<file path="config.mk">
export PLATFORM = sky130hd
export DESIGN_NAME = axi4_lite_master
export DESIGN_NICKNAME = d
export VERILOG_FILES = /design/src/axi4_lite_pkg.sv /design/src/axi4_lite_chan_if.sv /design/src/axi4_lite_channel_regs.sv /design/src/axi4_lite_master.sv /design/src/axi4_lite_sequencer.sv /design/src/axi4_lite_strobe_gen.sv
export VERILOG_INCLUDE_DIRS = /design/src /design/src/src
export SDC_FILE = /design/constraint.sdc
export NUM_CORES = 1
export LEC_CHECK = 0
export BUFFER_PORTS_ARGS = -buffer_cell sky130_fd_sc_hd__buf_4
export CAP_MARGIN = 10
export CELL_PAD_IN_SITES_DETAIL_PLACEMENT = 1
export CELL_PAD_IN_SITES_GLOBAL_PLACEMENT = 2
export CORE_ASPECT_RATIO = 1.1
export CORE_UTILIZATION = 24
export CTS_BUF_LIST = sky130_fd_sc_hd__clkbuf_16
export CTS_CLUSTER_SIZE = 8
export DETAILED_ROUTE_END_ITERATION = 7
export PLACE_DENSITY_LB_ADDON = 0.08
export SETUP_SLACK_MARGIN = 0.4
export SLEW_MARGIN = 10
export SYNTH_ARGS = -nofsm -noshare
export SYNTH_HDL_FRONTEND = slang
export SYNTH_HIERARCHICAL = 1
export SYNTH_SLANG_ARGS = --single-unit
export TNS_END_PERCENT = 100
</file>
<file path="constraint.sdc">
create_clock -name axi4_lite_clk -period 5.3 [get_ports axi4_lite_clk]
set_input_delay 0.53 -clock axi4_lite_clk [delete_from_list [all_inputs] [get_ports axi4_lite_clk]]
set_output_delay 0.53 -clock axi4_lite_clk [all_outputs]
set_load 0.05 [all_outputs]
</file>
<file path="src/axi4_lite_cfg.svh">
`ifndef AXI4_LITE_CFG_SVH
`define AXI4_LITE_CFG_SVH

// bus widths of the 64-bit master

// byte address
`define AXI4_LITE_ADDR_WIDTH 64

`define AXI4_LITE_DATA_WIDTH 64 // one beat
`define AXI4_LITE_STRB_WIDTH 8  // one enable per byte lane

`endif

</file>
<file path="src/axi4_lite_pkg.sv">
`default_nettype none

`include "axi4_lite_cfg.svh"

package axi4_lite_pkg;

	typedef logic [`AXI4_LITE_ADDR_WIDTH-1:0] addr_t; // byte address
	typedef logic [`AXI4_LITE_DATA_WIDTH-1:0] data_t; // one data beat
	typedef logic [`AXI4_LITE_STRB_WIDTH-1:0] strb_t; // byte lane enables
	typedef logic [1:0]                       resp_t; // bresp / rresp code

	localparam resp_t RESP_OKAY = 2'b00; // normal access done

	// access size from the user side, 2^size bytes
	typedef enum logic [1:0]
	{
		size_byte   = 2'd0, // 8 bit
		size_half   = 2'd1, // 16 bit
		size_word   = 2'd2, // 32 bit
		size_double = 2'd3  // all 64 bits
	} access_size_t;

	// one transaction at a time
	typedef enum logic [2:0]
	{
		st_idle    = 3'd0, // waiting for wr_en / rd_en
		st_wr_addr = 3'd1, // aw valid
		st_wr_data = 3'd2, // w valid
		st_wr_resp = 3'd3, // b ready
		st_rd_addr = 3'd4, // ar valid
		st_rd_data = 3'd5  // r ready
	} master_state_t;

endpackage

`default_nettype wire

</file>
<file path="src/axi4_lite_chan_if.sv">
`timescale 1ns/1ps
`default_nettype none

interface axi4_lite_chan_if;

	axi4_lite_pkg::master_state_t state;      // current phase
	axi4_lite_pkg::master_state_t state_next; // phase after the coming edge

	// handshake done this cycle
	logic aw_fire;
	logic w_fire;
	logic b_fire;
	logic ar_fire; // address accepted on read side
	logic r_fire;

	modport sequencer
	(
		output state, state_next,
		input  aw_fire, w_fire, b_fire, ar_fire, r_fire
	);

	modport regs
	(
		input  state, state_next,
		output aw_fire, w_fire, b_fire, ar_fire, r_fire
	);

endinterface

`default_nettype wire

</file>
<file path="src/axi4_lite_channel_regs.sv">
`timescale 1ns/1ps
`default_nettype none

module axi4_lite_channel_regs
(
	input  logic                 axi4_lite_clk,
	input  logic                 axi4_lite_rstn,
	input  axi4_lite_pkg::addr_t wr_addr,  // request side, sampled at accept
	input  axi4_lite_pkg::addr_t rd_addr,
	input  axi4_lite_pkg::data_t wr_data,
	input  axi4_lite_pkg::strb_t strb,     // decoded lanes

	// write address
	output axi4_lite_pkg::addr_t m_aw_addr,
	output logic                 m_aw_valid,
	input  logic                 m_aw_ready,

	// write data
	output axi4_lite_pkg::data_t m_w_data,
	output axi4_lite_pkg::strb_t m_w_strb,
	output logic                 m_w_valid,
	input  logic                 m_w_ready,

	// write response
	output logic                 m_b_ready,
	input  logic                 m_b_valid,

	// read address
	output axi4_lite_pkg::addr_t m_ar_addr,
	output logic                 m_ar_valid,
	input  logic                 m_ar_ready,

	// read data
	output logic                 m_r_ready,
	input  logic                 m_r_valid,

	axi4_lite_chan_if.regs       chan
);

	logic wr_start; // write accepted at this edge
	logic rd_start; // read accepted at this edge

	assign wr_start = (chan.state == axi4_lite_pkg::st_idle) &&
		(chan.state_next == axi4_lite_pkg::st_wr_addr);
	assign rd_start = (chan.state == axi4_lite_pkg::st_idle) &&
		(chan.state_next == axi4_lite_pkg::st_rd_addr);

	// request capture, held for the whole transaction
	always_ff @(posedge axi4_lite_clk or negedge axi4_lite_rstn)
	begin
		if (!axi4_lite_rstn)
		begin
			m_aw_addr <= '0;
			m_w_data  <= '0;
			m_w_strb  <= '0;
			m_ar_addr <= '0;
		end
		else
		begin
			if (wr_start)
			begin
				m_aw_addr <= wr_addr;
				m_w_data  <= wr_data; // kept for a retry
				m_w_strb  <= strb;
			end
			if (rd_start)
				m_ar_addr <= rd_addr;
		end
	end

	// one phase flag per channel, straight from the next state
	always_ff @(posedge axi4_lite_clk or negedge axi4_lite_rstn)
	begin
		if (!axi4_lite_rstn)
		begin
			m_aw_valid <= 1'b0;
			m_w_valid  <= 1'b0;
			m_b_ready  <= 1'b0;
			m_ar_valid <= 1'b0;
			m_r_ready  <= 1'b0;
		end
		else
		begin
			m_aw_valid <= (chan.state_next == axi4_lite_pkg::st_wr_addr);
			m_w_valid  <= (chan.state_next == axi4_lite_pkg::st_wr_data);
			m_b_ready  <= (chan.state_next == axi4_lite_pkg::st_wr_resp);
			m_ar_valid <= (chan.state_next == axi4_lite_pkg::st_rd_addr);
			m_r_ready  <= (chan.state_next == axi4_lite_pkg::st_rd_data);
		end
	end

	assign chan.aw_fire = m_aw_valid && m_aw_ready;
	assign chan.w_fire  = m_w_valid && m_w_ready;
	assign chan.b_fire  = m_b_ready && m_b_valid;
	assign chan.ar_fire = m_ar_valid && m_ar_ready;
	assign chan.r_fire  = m_r_ready && m_r_valid;

	// no valid may drop or change payload before its handshake
	a_aw_hold: assert property (@(posedge axi4_lite_clk) disable iff (!axi4_lite_rstn)
		(m_aw_valid && !m_aw_ready) |=> (m_aw_valid && $stable(m_aw_addr)))
		else $error("aw valid/addr changed under back-pressure");

	a_w_hold: assert property (@(posedge axi4_lite_clk) disable iff (!axi4_lite_rstn)
		(m_w_valid && !m_w_ready) |=> (m_w_valid && $stable(m_w_data) && $stable(m_w_strb)))
		else $error("w valid/data/strb changed under back-pressure");

	a_ar_hold: assert property (@(posedge axi4_lite_clk) disable iff (!axi4_lite_rstn)
		(m_ar_valid && !m_ar_ready) |=> (m_ar_valid && $stable(m_ar_addr)))
		else $error("ar valid/addr changed under back-pressure");

endmodule

`default_nettype wire

</file>
<file path="src/axi4_lite_master.sv">
`timescale 1ns/1ps
`default_nettype none

module axi4_lite_master
(
	input  logic                        axi4_lite_clk,
	input  logic                        axi4_lite_rstn, // async, active low

	// write address
	output axi4_lite_pkg::addr_t        m_aw_addr,
	output logic                        m_aw_valid,
	input  logic                        m_aw_ready,

	// write data
	output axi4_lite_pkg::data_t        m_w_data,
	output axi4_lite_pkg::strb_t        m_w_strb,
	output logic                        m_w_valid,
	input  logic                        m_w_ready,

	// write response
	input  axi4_lite_pkg::resp_t        m_b_resp,
	input  logic                        m_b_valid,
	output logic                        m_b_ready,

	// read address
	output axi4_lite_pkg::addr_t        m_ar_addr,
	output logic                        m_ar_valid,
	input  logic                        m_ar_ready,

	// read data
	input  axi4_lite_pkg::data_t        m_r_data,
	input  axi4_lite_pkg::resp_t        m_r_resp,
	input  logic                        m_r_valid,
	output logic                        m_r_ready,

	// user side
	input  logic                        wr_en,   // one-cycle strobe, idle only
	input  logic                        rd_en,
	input  axi4_lite_pkg::access_size_t byte_en, // write size
	input  axi4_lite_pkg::addr_t        wr_addr,
	input  axi4_lite_pkg::addr_t        rd_addr,
	input  axi4_lite_pkg::data_t        wr_data,
	output axi4_lite_pkg::data_t        rd_data
);

	axi4_lite_pkg::strb_t wr_strb; // decoded, captured by the regs

	axi4_lite_chan_if chan ();

	axi4_lite_strobe_gen u_strobe_gen
	(
		.byte_en (byte_en),
		.wr_addr (wr_addr),
		.strb    (wr_strb)
	);

	axi4_lite_sequencer u_sequencer
	(
		.axi4_lite_clk  (axi4_lite_clk),
		.axi4_lite_rstn (axi4_lite_rstn),
		.wr_en          (wr_en),
		.rd_en          (rd_en),
		.m_b_resp       (m_b_resp),
		.m_r_resp       (m_r_resp),
		.m_r_data       (m_r_data),
		.rd_data        (rd_data),
		.chan           (chan.sequencer)
	);

	axi4_lite_channel_regs u_channel_regs
	(
		.axi4_lite_clk  (axi4_lite_clk),
		.axi4_lite_rstn (axi4_lite_rstn),
		.wr_addr        (wr_addr),
		.rd_addr        (rd_addr),
		.wr_data        (wr_data),
		.strb           (wr_strb),
		.m_aw_addr      (m_aw_addr),
		.m_aw_valid     (m_aw_valid),
		.m_aw_ready     (m_aw_ready),
		.m_w_data       (m_w_data),
		.m_w_strb       (m_w_strb),
		.m_w_valid      (m_w_valid),
		.m_w_ready      (m_w_ready),
		.m_b_ready      (m_b_ready),
		.m_b_valid      (m_b_valid),
		.m_ar_addr      (m_ar_addr),
		.m_ar_valid     (m_ar_valid),
		.m_ar_ready     (m_ar_ready),
		.m_r_ready      (m_r_ready),
		.m_r_valid      (m_r_valid),
		.chan           (chan.regs)
	);

endmodule

`default_nettype wire

</file>
<file path="src/axi4_lite_sequencer.sv">
`timescale 1ns/1ps
`default_nettype none

module axi4_lite_sequencer
(
	input  logic                 axi4_lite_clk,
	input  logic                 axi4_lite_rstn, // async, active low
	input  logic                 wr_en,          // start a write
	input  logic                 rd_en,          // start a read
	input  axi4_lite_pkg::resp_t m_b_resp,
	input  axi4_lite_pkg::resp_t m_r_resp,
	input  axi4_lite_pkg::data_t m_r_data,
	output axi4_lite_pkg::data_t rd_data,        // last good read beat
	axi4_lite_chan_if.sequencer  chan
);

	axi4_lite_pkg::master_state_t state_q; // registered phase
	axi4_lite_pkg::master_state_t state_d; // phase for the coming edge
	logic b_okay;
	logic r_okay;

	assign b_okay = (m_b_resp == axi4_lite_pkg::RESP_OKAY);
	assign r_okay = (m_r_resp == axi4_lite_pkg::RESP_OKAY);

	always_comb
	begin
		state_d = state_q; // wait for the handshake
		case (state_q)
			axi4_lite_pkg::st_idle:
			begin
				if (wr_en)
					state_d = axi4_lite_pkg::st_wr_addr; // write wins a tie
				else if (rd_en)
					state_d = axi4_lite_pkg::st_rd_addr;
			end
			axi4_lite_pkg::st_wr_addr:
				if (chan.aw_fire)
					state_d = axi4_lite_pkg::st_wr_data;
			axi4_lite_pkg::st_wr_data:
				if (chan.w_fire)
					state_d = axi4_lite_pkg::st_wr_resp;
			axi4_lite_pkg::st_wr_resp:
			begin
				// error response sends the same beat again
				if (chan.b_fire)
					state_d = b_okay ? axi4_lite_pkg::st_idle : axi4_lite_pkg::st_wr_data;
			end
			axi4_lite_pkg::st_rd_addr:
				if (chan.ar_fire)
					state_d = axi4_lite_pkg::st_rd_data;
			axi4_lite_pkg::st_rd_data:
				if (chan.r_fire && r_okay)
					state_d = axi4_lite_pkg::st_idle; // bad beats keep r ready up
			default:
				state_d = axi4_lite_pkg::st_idle;
		endcase
	end

	always_ff @(posedge axi4_lite_clk or negedge axi4_lite_rstn)
	begin
		if (!axi4_lite_rstn)
		begin
			state_q <= axi4_lite_pkg::st_idle;
			rd_data <= '0;
		end
		else
		begin
			state_q <= state_d;
			if ((state_q == axi4_lite_pkg::st_rd_data) && chan.r_fire && r_okay)
				rd_data <= m_r_data; // only okay data lands
		end
	end

	assign chan.state      = state_q;
	assign chan.state_next = state_d;

	a_state_legal: assert property (@(posedge axi4_lite_clk) disable iff (!axi4_lite_rstn)
		state_q inside {axi4_lite_pkg::st_idle, axi4_lite_pkg::st_wr_addr,
			axi4_lite_pkg::st_wr_data, axi4_lite_pkg::st_wr_resp,
			axi4_lite_pkg::st_rd_addr, axi4_lite_pkg::st_rd_data})
		else $error("state left the encoding: %0d", state_q);

	// channel regs keep every valid/ready low while idle
	a_no_fire_idle: assert property (@(posedge axi4_lite_clk) disable iff (!axi4_lite_rstn)
		(state_q == axi4_lite_pkg::st_idle) |->
			!(chan.aw_fire || chan.w_fire || chan.b_fire || chan.ar_fire || chan.r_fire))
		else $error("handshake seen in idle");

endmodule

`default_nettype wire

</file>
<file path="src/axi4_lite_strobe_gen.sv">
`timescale 1ns/1ps
`default_nettype none

module axi4_lite_strobe_gen
(
	input  axi4_lite_pkg::access_size_t byte_en, // access size
	input  axi4_lite_pkg::addr_t        wr_addr, // only low lane bits matter
	output axi4_lite_pkg::strb_t        strb
);

	localparam int LANE_BITS = $clog2($bits(axi4_lite_pkg::strb_t)); // 3 for 8 lanes

	axi4_lite_pkg::strb_t run;       // 2^size ones from lane 0
	logic [LANE_BITS-1:0] lane_base; // first enabled lane

	// lowest set lane, 0 when empty
	function automatic int first_lane(input axi4_lite_pkg::strb_t s);
		int idx;
		idx = 0;
		for (int i = $bits(s) - 1; i >= 0; i--)
			if (s[i])
				idx = i;
		return idx;
	endfunction

	always_comb
	begin
		case (byte_en)
			axi4_lite_pkg::size_byte: run = 'h01;
			axi4_lite_pkg::size_half: run = 'h03;
			axi4_lite_pkg::size_word: run = 'h0f;
			default:                  run = '1; // double word, every lane
		endcase

		// round the address down to the access size
		lane_base = wr_addr[LANE_BITS-1:0] & ~LANE_BITS'((1 << byte_en) - 1);
		strb      = run << lane_base;

		// run holds 2^size lanes and starts on a size boundary
		assert ($countones(strb) == (1 << byte_en))
			else $error("strobe count %0d for size %0d", $countones(strb), byte_en);
		assert (((first_lane(strb) % (1 << byte_en)) == 0) && strb[wr_addr[LANE_BITS-1:0]])
			else $error("strobe run %b misaligned for addr lane %0d", strb,
				wr_addr[LANE_BITS-1:0]);
	end

endmodule

`default_nettype wire

</file>
[Yosys cells after proc, flatten, opt, wreduce, memory -nomap -nowiden]
Cells that the tools add are included.
Word-level totals
  register bits: 272
  latch bits: 0
  RAM bits: 0
  bits in read-only memories: 0
  input bits: 271
  output and inout port bits: 269
  logic and storage cells: 52
  memories kept: 0
Cells by class
  $add $sub $neg: 1
  multipliers: 0
  divide/modulo/power cells: 0
  $lt $le $gt $ge: 0
  equality and inequality tests: 12
  shift-type cells: 2
  muxes and demuxes: 10
  bitwise operators: 2
  reduce and logical (&&, ||, !) cells: 14
Operators by type and width (count)
  $pmux 8 s3: 1
  $mux 3: 7
  $pmux 3 s6: 1
  $eq 3x2->1 const B: 4
  $eq 3x3->1 const B: 4
  $logic_and 1x1->1: 10
  $shl 8x3->8: 1
  $eq 3x1->1 const B: 2
  $logic_not 2->1: 3
  $and 3x3->3: 1
  $logic_not 3->1: 1
  $not 3->3: 1
  $shl 1x2->3 const A: 1
  $sub 3x2->3 const B: 1
  $eq 2x1->1 const B: 1
  $eq 2x2->1 const B: 1
  $mux 2: 1

[Logic depth before layout (Yosys ltp)]
  depth after elaboration: 6
  mapped depth: 10
  depth with buffers taken out: 7

[Cells and area by module]
Netlist, hierarchy kept.
By module, submodules not included
  axi4_lite_channel_regs: instances 1, cells an instance 440, area each 7772.5 µm², sequential area each 5129.9 µm²
  axi4_lite_sequencer: instances 1, cells an instance 160, area each 2882.8 µm², sequential area each 1676.6 µm²
  axi4_lite_strobe_gen: instances 1, cells an instance 20, area each 90.1 µm², sequential area each 0.0 µm²

[Worst setup path before layout]
Ideal clock, no wire load.
  path type: register -> register
  from: reg u_channel_regs.m_b_ready
  to: reg u_channel_regs.m_aw_addr[10]
  library setup time: 0.125 ns
  arrival: 2.396 ns
  required time: 5.175 ns
  path slack: 2.779 ns
  stages on the path, launching flop included: 11
  buffers on the path: 3
  clock period less this slack: 2.521 ns
  path through: dfrtp_1 -> and2_1 -> inv_1 -> o41ai_1 -> a21oi_1 -> nor4_2 -> nand3b_1 -> buf_2 -> buf_6 -> buf_6 -> mux2_4
On the way
  longest elaborated chain between the ends: 5
Ends and longest elaborated chain
  from (decl): line axi4_lite_channel_regs.sv:25  | output logic m_b_ready,
  from (signal assigned): line axi4_lite_channel_regs.sv:86  | m_b_ready <= (chan.state_next == axi4_lite_pkg::st_wr_resp);
  $logic_and 1x1->1: line axi4_lite_channel_regs.sv:94  | assign chan.b_fire = m_b_ready && m_b_valid;
  named net chan.b_fire: line axi4_lite_chan_if.sv:12  | logic b_fire;
  $mux 3: line axi4_lite_sequencer.sv:45  | if (chan.b_fire)
  $pmux 3 s6: line axi4_lite_sequencer.sv:28  | case (state_q)
  named net chan.state_next[1]: line axi4_lite_chan_if.sv:7  | axi4_lite_pkg::master_state_t state_next;
  $eq 3x1->1: line axi4_lite_channel_regs.sv:44  | (chan.state_next == axi4_lite_pkg::st_wr_addr);
  $logic_and 1x1->1: line axi4_lite_channel_regs.sv:43  | assign wr_start = (chan.state == axi4_lite_pkg::st_idle) &&
  to (signal assigned): line axi4_lite_channel_regs.sv:62  | m_aw_addr <= wr_addr;
  to (decl): line axi4_lite_channel_regs.sv:14  | output axi4_lite_pkg::addr_t m_aw_addr,
The timed path passes the listed nets, and every way through them passes these cells.
A chain may end at the register's enable or synchronous reset.

[Final worst setup path]
  from: reg u_sequencer.state_q[0], in the netlist u_sequencer/chan.state[0]
  to: reg u_channel_regs.m_aw_addr[20]
On the way
  elaborated cells between the ends (all ways): 16
  classes of those cells: eq/ne (6); mux (8); reduce/logical (2)
RTL lines
  from (decl): line axi4_lite_sequencer.sv:17  | axi4_lite_pkg::master_state_t state_q;
  from (signal assigned): line axi4_lite_sequencer.sv:63  | state_q <= axi4_lite_pkg::st_idle;
  from (signal assigned): line axi4_lite_sequencer.sv:68  | state_q <= state_d;
  $eq 3x3->1 (tied with other cells): line axi4_lite_sequencer.sv:28
  $pmux 3 s6 *: line axi4_lite_sequencer.sv:28
  named net chan.state_next[1]: line axi4_lite_chan_if.sv:7
  $eq 3x1->1 *: line axi4_lite_channel_regs.sv:44
  $logic_and 1x1->1 *: line axi4_lite_channel_regs.sv:43
Mark *: on every way through the listed nets, which the timed path passes. The rest lies on a longest branch.

==> results.toml <==
[status]
status = "completed"

[worst_setup_path]
critPathSlowestCell = "nand3b_1"
required_ns = 5.71
critPathArrivalTime_ns = 3.74
crit_path_max_incr_delay_ns = 0.70
crit_fanout = 40
reg2reg_from = "u_sequencer/chan.state[0]"
criticalPathCategory = "flop to flop"
endpoint_kind = "flop"
cp-startpoint = "u_sequencer/chan.state[0]"
crit_path_start_kind = "flop"
path_cells = "inv_1 > o41ai_1 > a21oi_1 > nor4_2 > nand3b_1 > buf_12 > mux2_4"

[routing]
via_count = 7353
wl_um = 37550
via_per_inst = 4.180
wire_per_inst_um = 21.35
drc = 0
drtIter0Drc = 195
ant_nets = 0
firstDrtPassIters = 4

[pwr]
pwr-share-comb = 0.546
max-vdd-ir-drop_mv = 0.3949
pwr_density_cell_nw_per_um2 = 799.3
power_mw = 13.13
switchingPower_mw = 6.190
p_int_mw = 6.944
power_frac_seq = 0.279
clkPwrFrac = 0.175
p_leak_nw = 8.458
switching_share = 0.4713

[cells_and_area]
design_area_um2 = 16430
area_growth_pct = 52.93
antenna_cells = 0
finalNonFillerCells = 1759
drive_above_1_share = 0.7241
fillers = 4673
num-nets-final = 1453

[synth]
synth_area_per_cell_um2 = 17.33
yosysTopAreaCellShare = 0.6334
syn_inst = 620
synth_top_family_by_area = "multiplexers"
ys_types = 26
synth_largest_area_cell = "dfrtp_1"
synth_area_um2 = 10750
synth_fa_ha_area_frac = 0
synth-compound-area-share = 0.008733
seq_area_frac_synth = 0.6334
yosysWarnings = 6
muxShareOfSynthArea = 0.3116
synth_simple_gate_area_frac = 0.01910
synth-xor-area-share = 0
synth-seq-cells = 272
syn-num-nets = 891
synth.area.top_cells = "dfrtp_1, mux2_2, mux2_4, buf_12, buf_2"

[place]
globalplace.congestion = 0.7384
dp.final_hpwl_um = 28080
dpl_cell_area_um2 = 15370
dp_cells = 1714
io_buffers = 539

[sta]
clock_skew_ns = 0.009937
min_period_ns = 3.333
maxSlewViolCount = 0
fmax_ghz = 0.3000
slew-limit-headroom = 0.3645
worstMarginPinSlew_ns = 0.9532
final_hold_viol_count = 0
rsz0062_at_grt = "no"
finalSetupViolCount = 0
tns_ns = 0
period_share = 0.6288

[clock_tree]
numCtsBuffers = 40
clock_latency_ns = 0.54
cts_root_buf = "clkbuf_16"
cts_tree = "yes"
clk_pin_slew_ns = 0.05
cts.sinks = 272
cts.path.max_buffers = 3
hold_buffers = 0
cts_resized = 0
htree_levels = 2
postCtsSetupRepairBufs = 0

[die]
fp.dieH_um = 223.9
core.rowCount = 80
ios = 540
initial_utilization = 0.2457
die_w_um = 203.7
coreArea_um2 = 43740
die_area_um2 = 45620

[grt]
grt_first_pass_wirelength_um = 54480
grt_pass1_vias = 8103
track_usage = 0.1629
overflow = 0
grt_max_degree = 100
antenna_found_initial = 3

[job]
maxCapViolations = 0

[worst_hold_path]
worst_hold_path_type = "primary input to asynchronous set/reset pin"
-- layout by cell type (no fill, tap or decap), drive strengths merged --
cell / instances
dfrtp: 272
a31oi: 1
buf: 550
o21ai: 1
nand3: 1
a21o: 2
a21oi: 10
mux2: 264
nand2: 2
nand2b: 5
nor2: 9
and3b: 2
bufinv: 1
nor3b: 3
or3: 1
a32oi: 1
or2: 1
o41ai: 1
and2: 5
nand3b: 3
or3b: 1
clkbuf: 41
clkinv: 1
nor4: 1
inv: 6
-- critical path: cells and delay by family, from the launching register on --
kind	cells	cell delay [ns]
AO/OA/AOI/OAI	2	0.63
buffers and inverters	2	0.62
flip-flops	1	0.52
AND/OR/NAND/NOR	2	1.07
multiplexers	1	0.33
-- routing by layer --
layer | up-vias | share of wire | global-route usage
li1 | 3283 | - | -
met1 | 3693 | 0.35 | 0.1761
met2 | 326 | 0.51 | 0.2785
met3 | 47 | 0.12 | 0.08074
met4 | 4 | 0.019 | 0.04633
met5 | - | 0.00069 | 0
-- path summary, 6_finish.rpt --
| check | slack, ns | cells past startpoint | endpoint |
|---|---|---|---|
| min reg2reg | 0.50 | 1 | u_channel_regs/m_w_data[60] |
| max in group asynchronous | 4.25 | 2 | u_channel_regs/m_ar_addr[20] |
| max reg2reg | 1.97 | 7 | u_channel_regs/m_aw_addr[20] |
| max | 1.97 | 7 | u_channel_regs/m_aw_addr[20] |
| min in group axi4_lite_clk | 0.23 | 2 | u_channel_regs/m_aw_addr[61] |
| min | 0.02 | 1 | u_sequencer/rd_data[54] |
-- power groups by stage --
stage / Sequential, mW / Clock (mW) / Combinational, mW
3_3_place_gp: 3.66 / 0 / 7.22
5_1_grt: 3.82 / 2.47 / 7.44
6_report: 3.67 / 2.30 / 7.17
3_5_place_dp: 3.70 / 0 / 7.25
4_1_cts: 3.68 / 2.42 / 7.26
2_1_floorplan: 7.24 / 0 / 1.31
-- state kept, by name, indices dropped and copies added (netlist names) --
signal and count:
u_channel_regs/m_w_strb 8, u_channel_regs/m_ar_addr 64, u_sequencer/rd_data 64, u_channel_regs/m_aw_valid 1
u_channel_regs/m_w_data 64, u_channel_regs/m_r_ready 1, u_channel_regs/m_aw_addr 64, u_channel_regs/m_ar_valid 1
u_channel_regs/m_b_ready 1, u_sequencer/chan.state 3, u_channel_regs/m_w_valid 1
-- Yosys cell counts (all sizes together) --
library cell / n
or3: 1
nor4: 1
a21oi: 10
nand2: 2
clkbuf: 1
a21o: 2
a32oi: 1
or3b: 1
nand3b: 3
nor2: 9
nand3: 1
dfrtp: 272
a31oi: 1
or2: 1
nor3b: 3
o41ai: 1
and2: 5
and3b: 2
nand2b: 5
inv: 4
buf: 29
mux2: 264
o21ai: 1
-- metrics by stage --
stage	hold WS, ns	utilization	setup WS, ns
after CTS	0.01569	0.3757	1.852
final	0.02031	0.3757	1.967
after global placement	0.4894	0.3513	1.922
after detailed placement	0.4947	0.3513	1.808
after floorplan	0.2344	-	2.779
after global routing	0.02862	0.3757	1.665
-- final cells by class --
class	instances	area [um2]	share of cell area
clock buffer	41	1026	0.06243
clock inverter	4	41.29	0.002513
inverter	4	15.01	0.0009137
multi-input combinational	314	3652	0.2222
sequential	272	6807	0.4142
tap	574	718.2	0.04370
timing repair buffer	550	4174	0.2540
-- logic make-up (layout without fill, tap and decap cells) --
logic type,after synthesis,after routing
AOI/OAI and AO/OA,16,16
and+or+nand+nor,34,34
DFF,272,272
buffers and inverters,34,599
muxes,264,264
No activity file was read; power rests on OpenSTA's default activity.
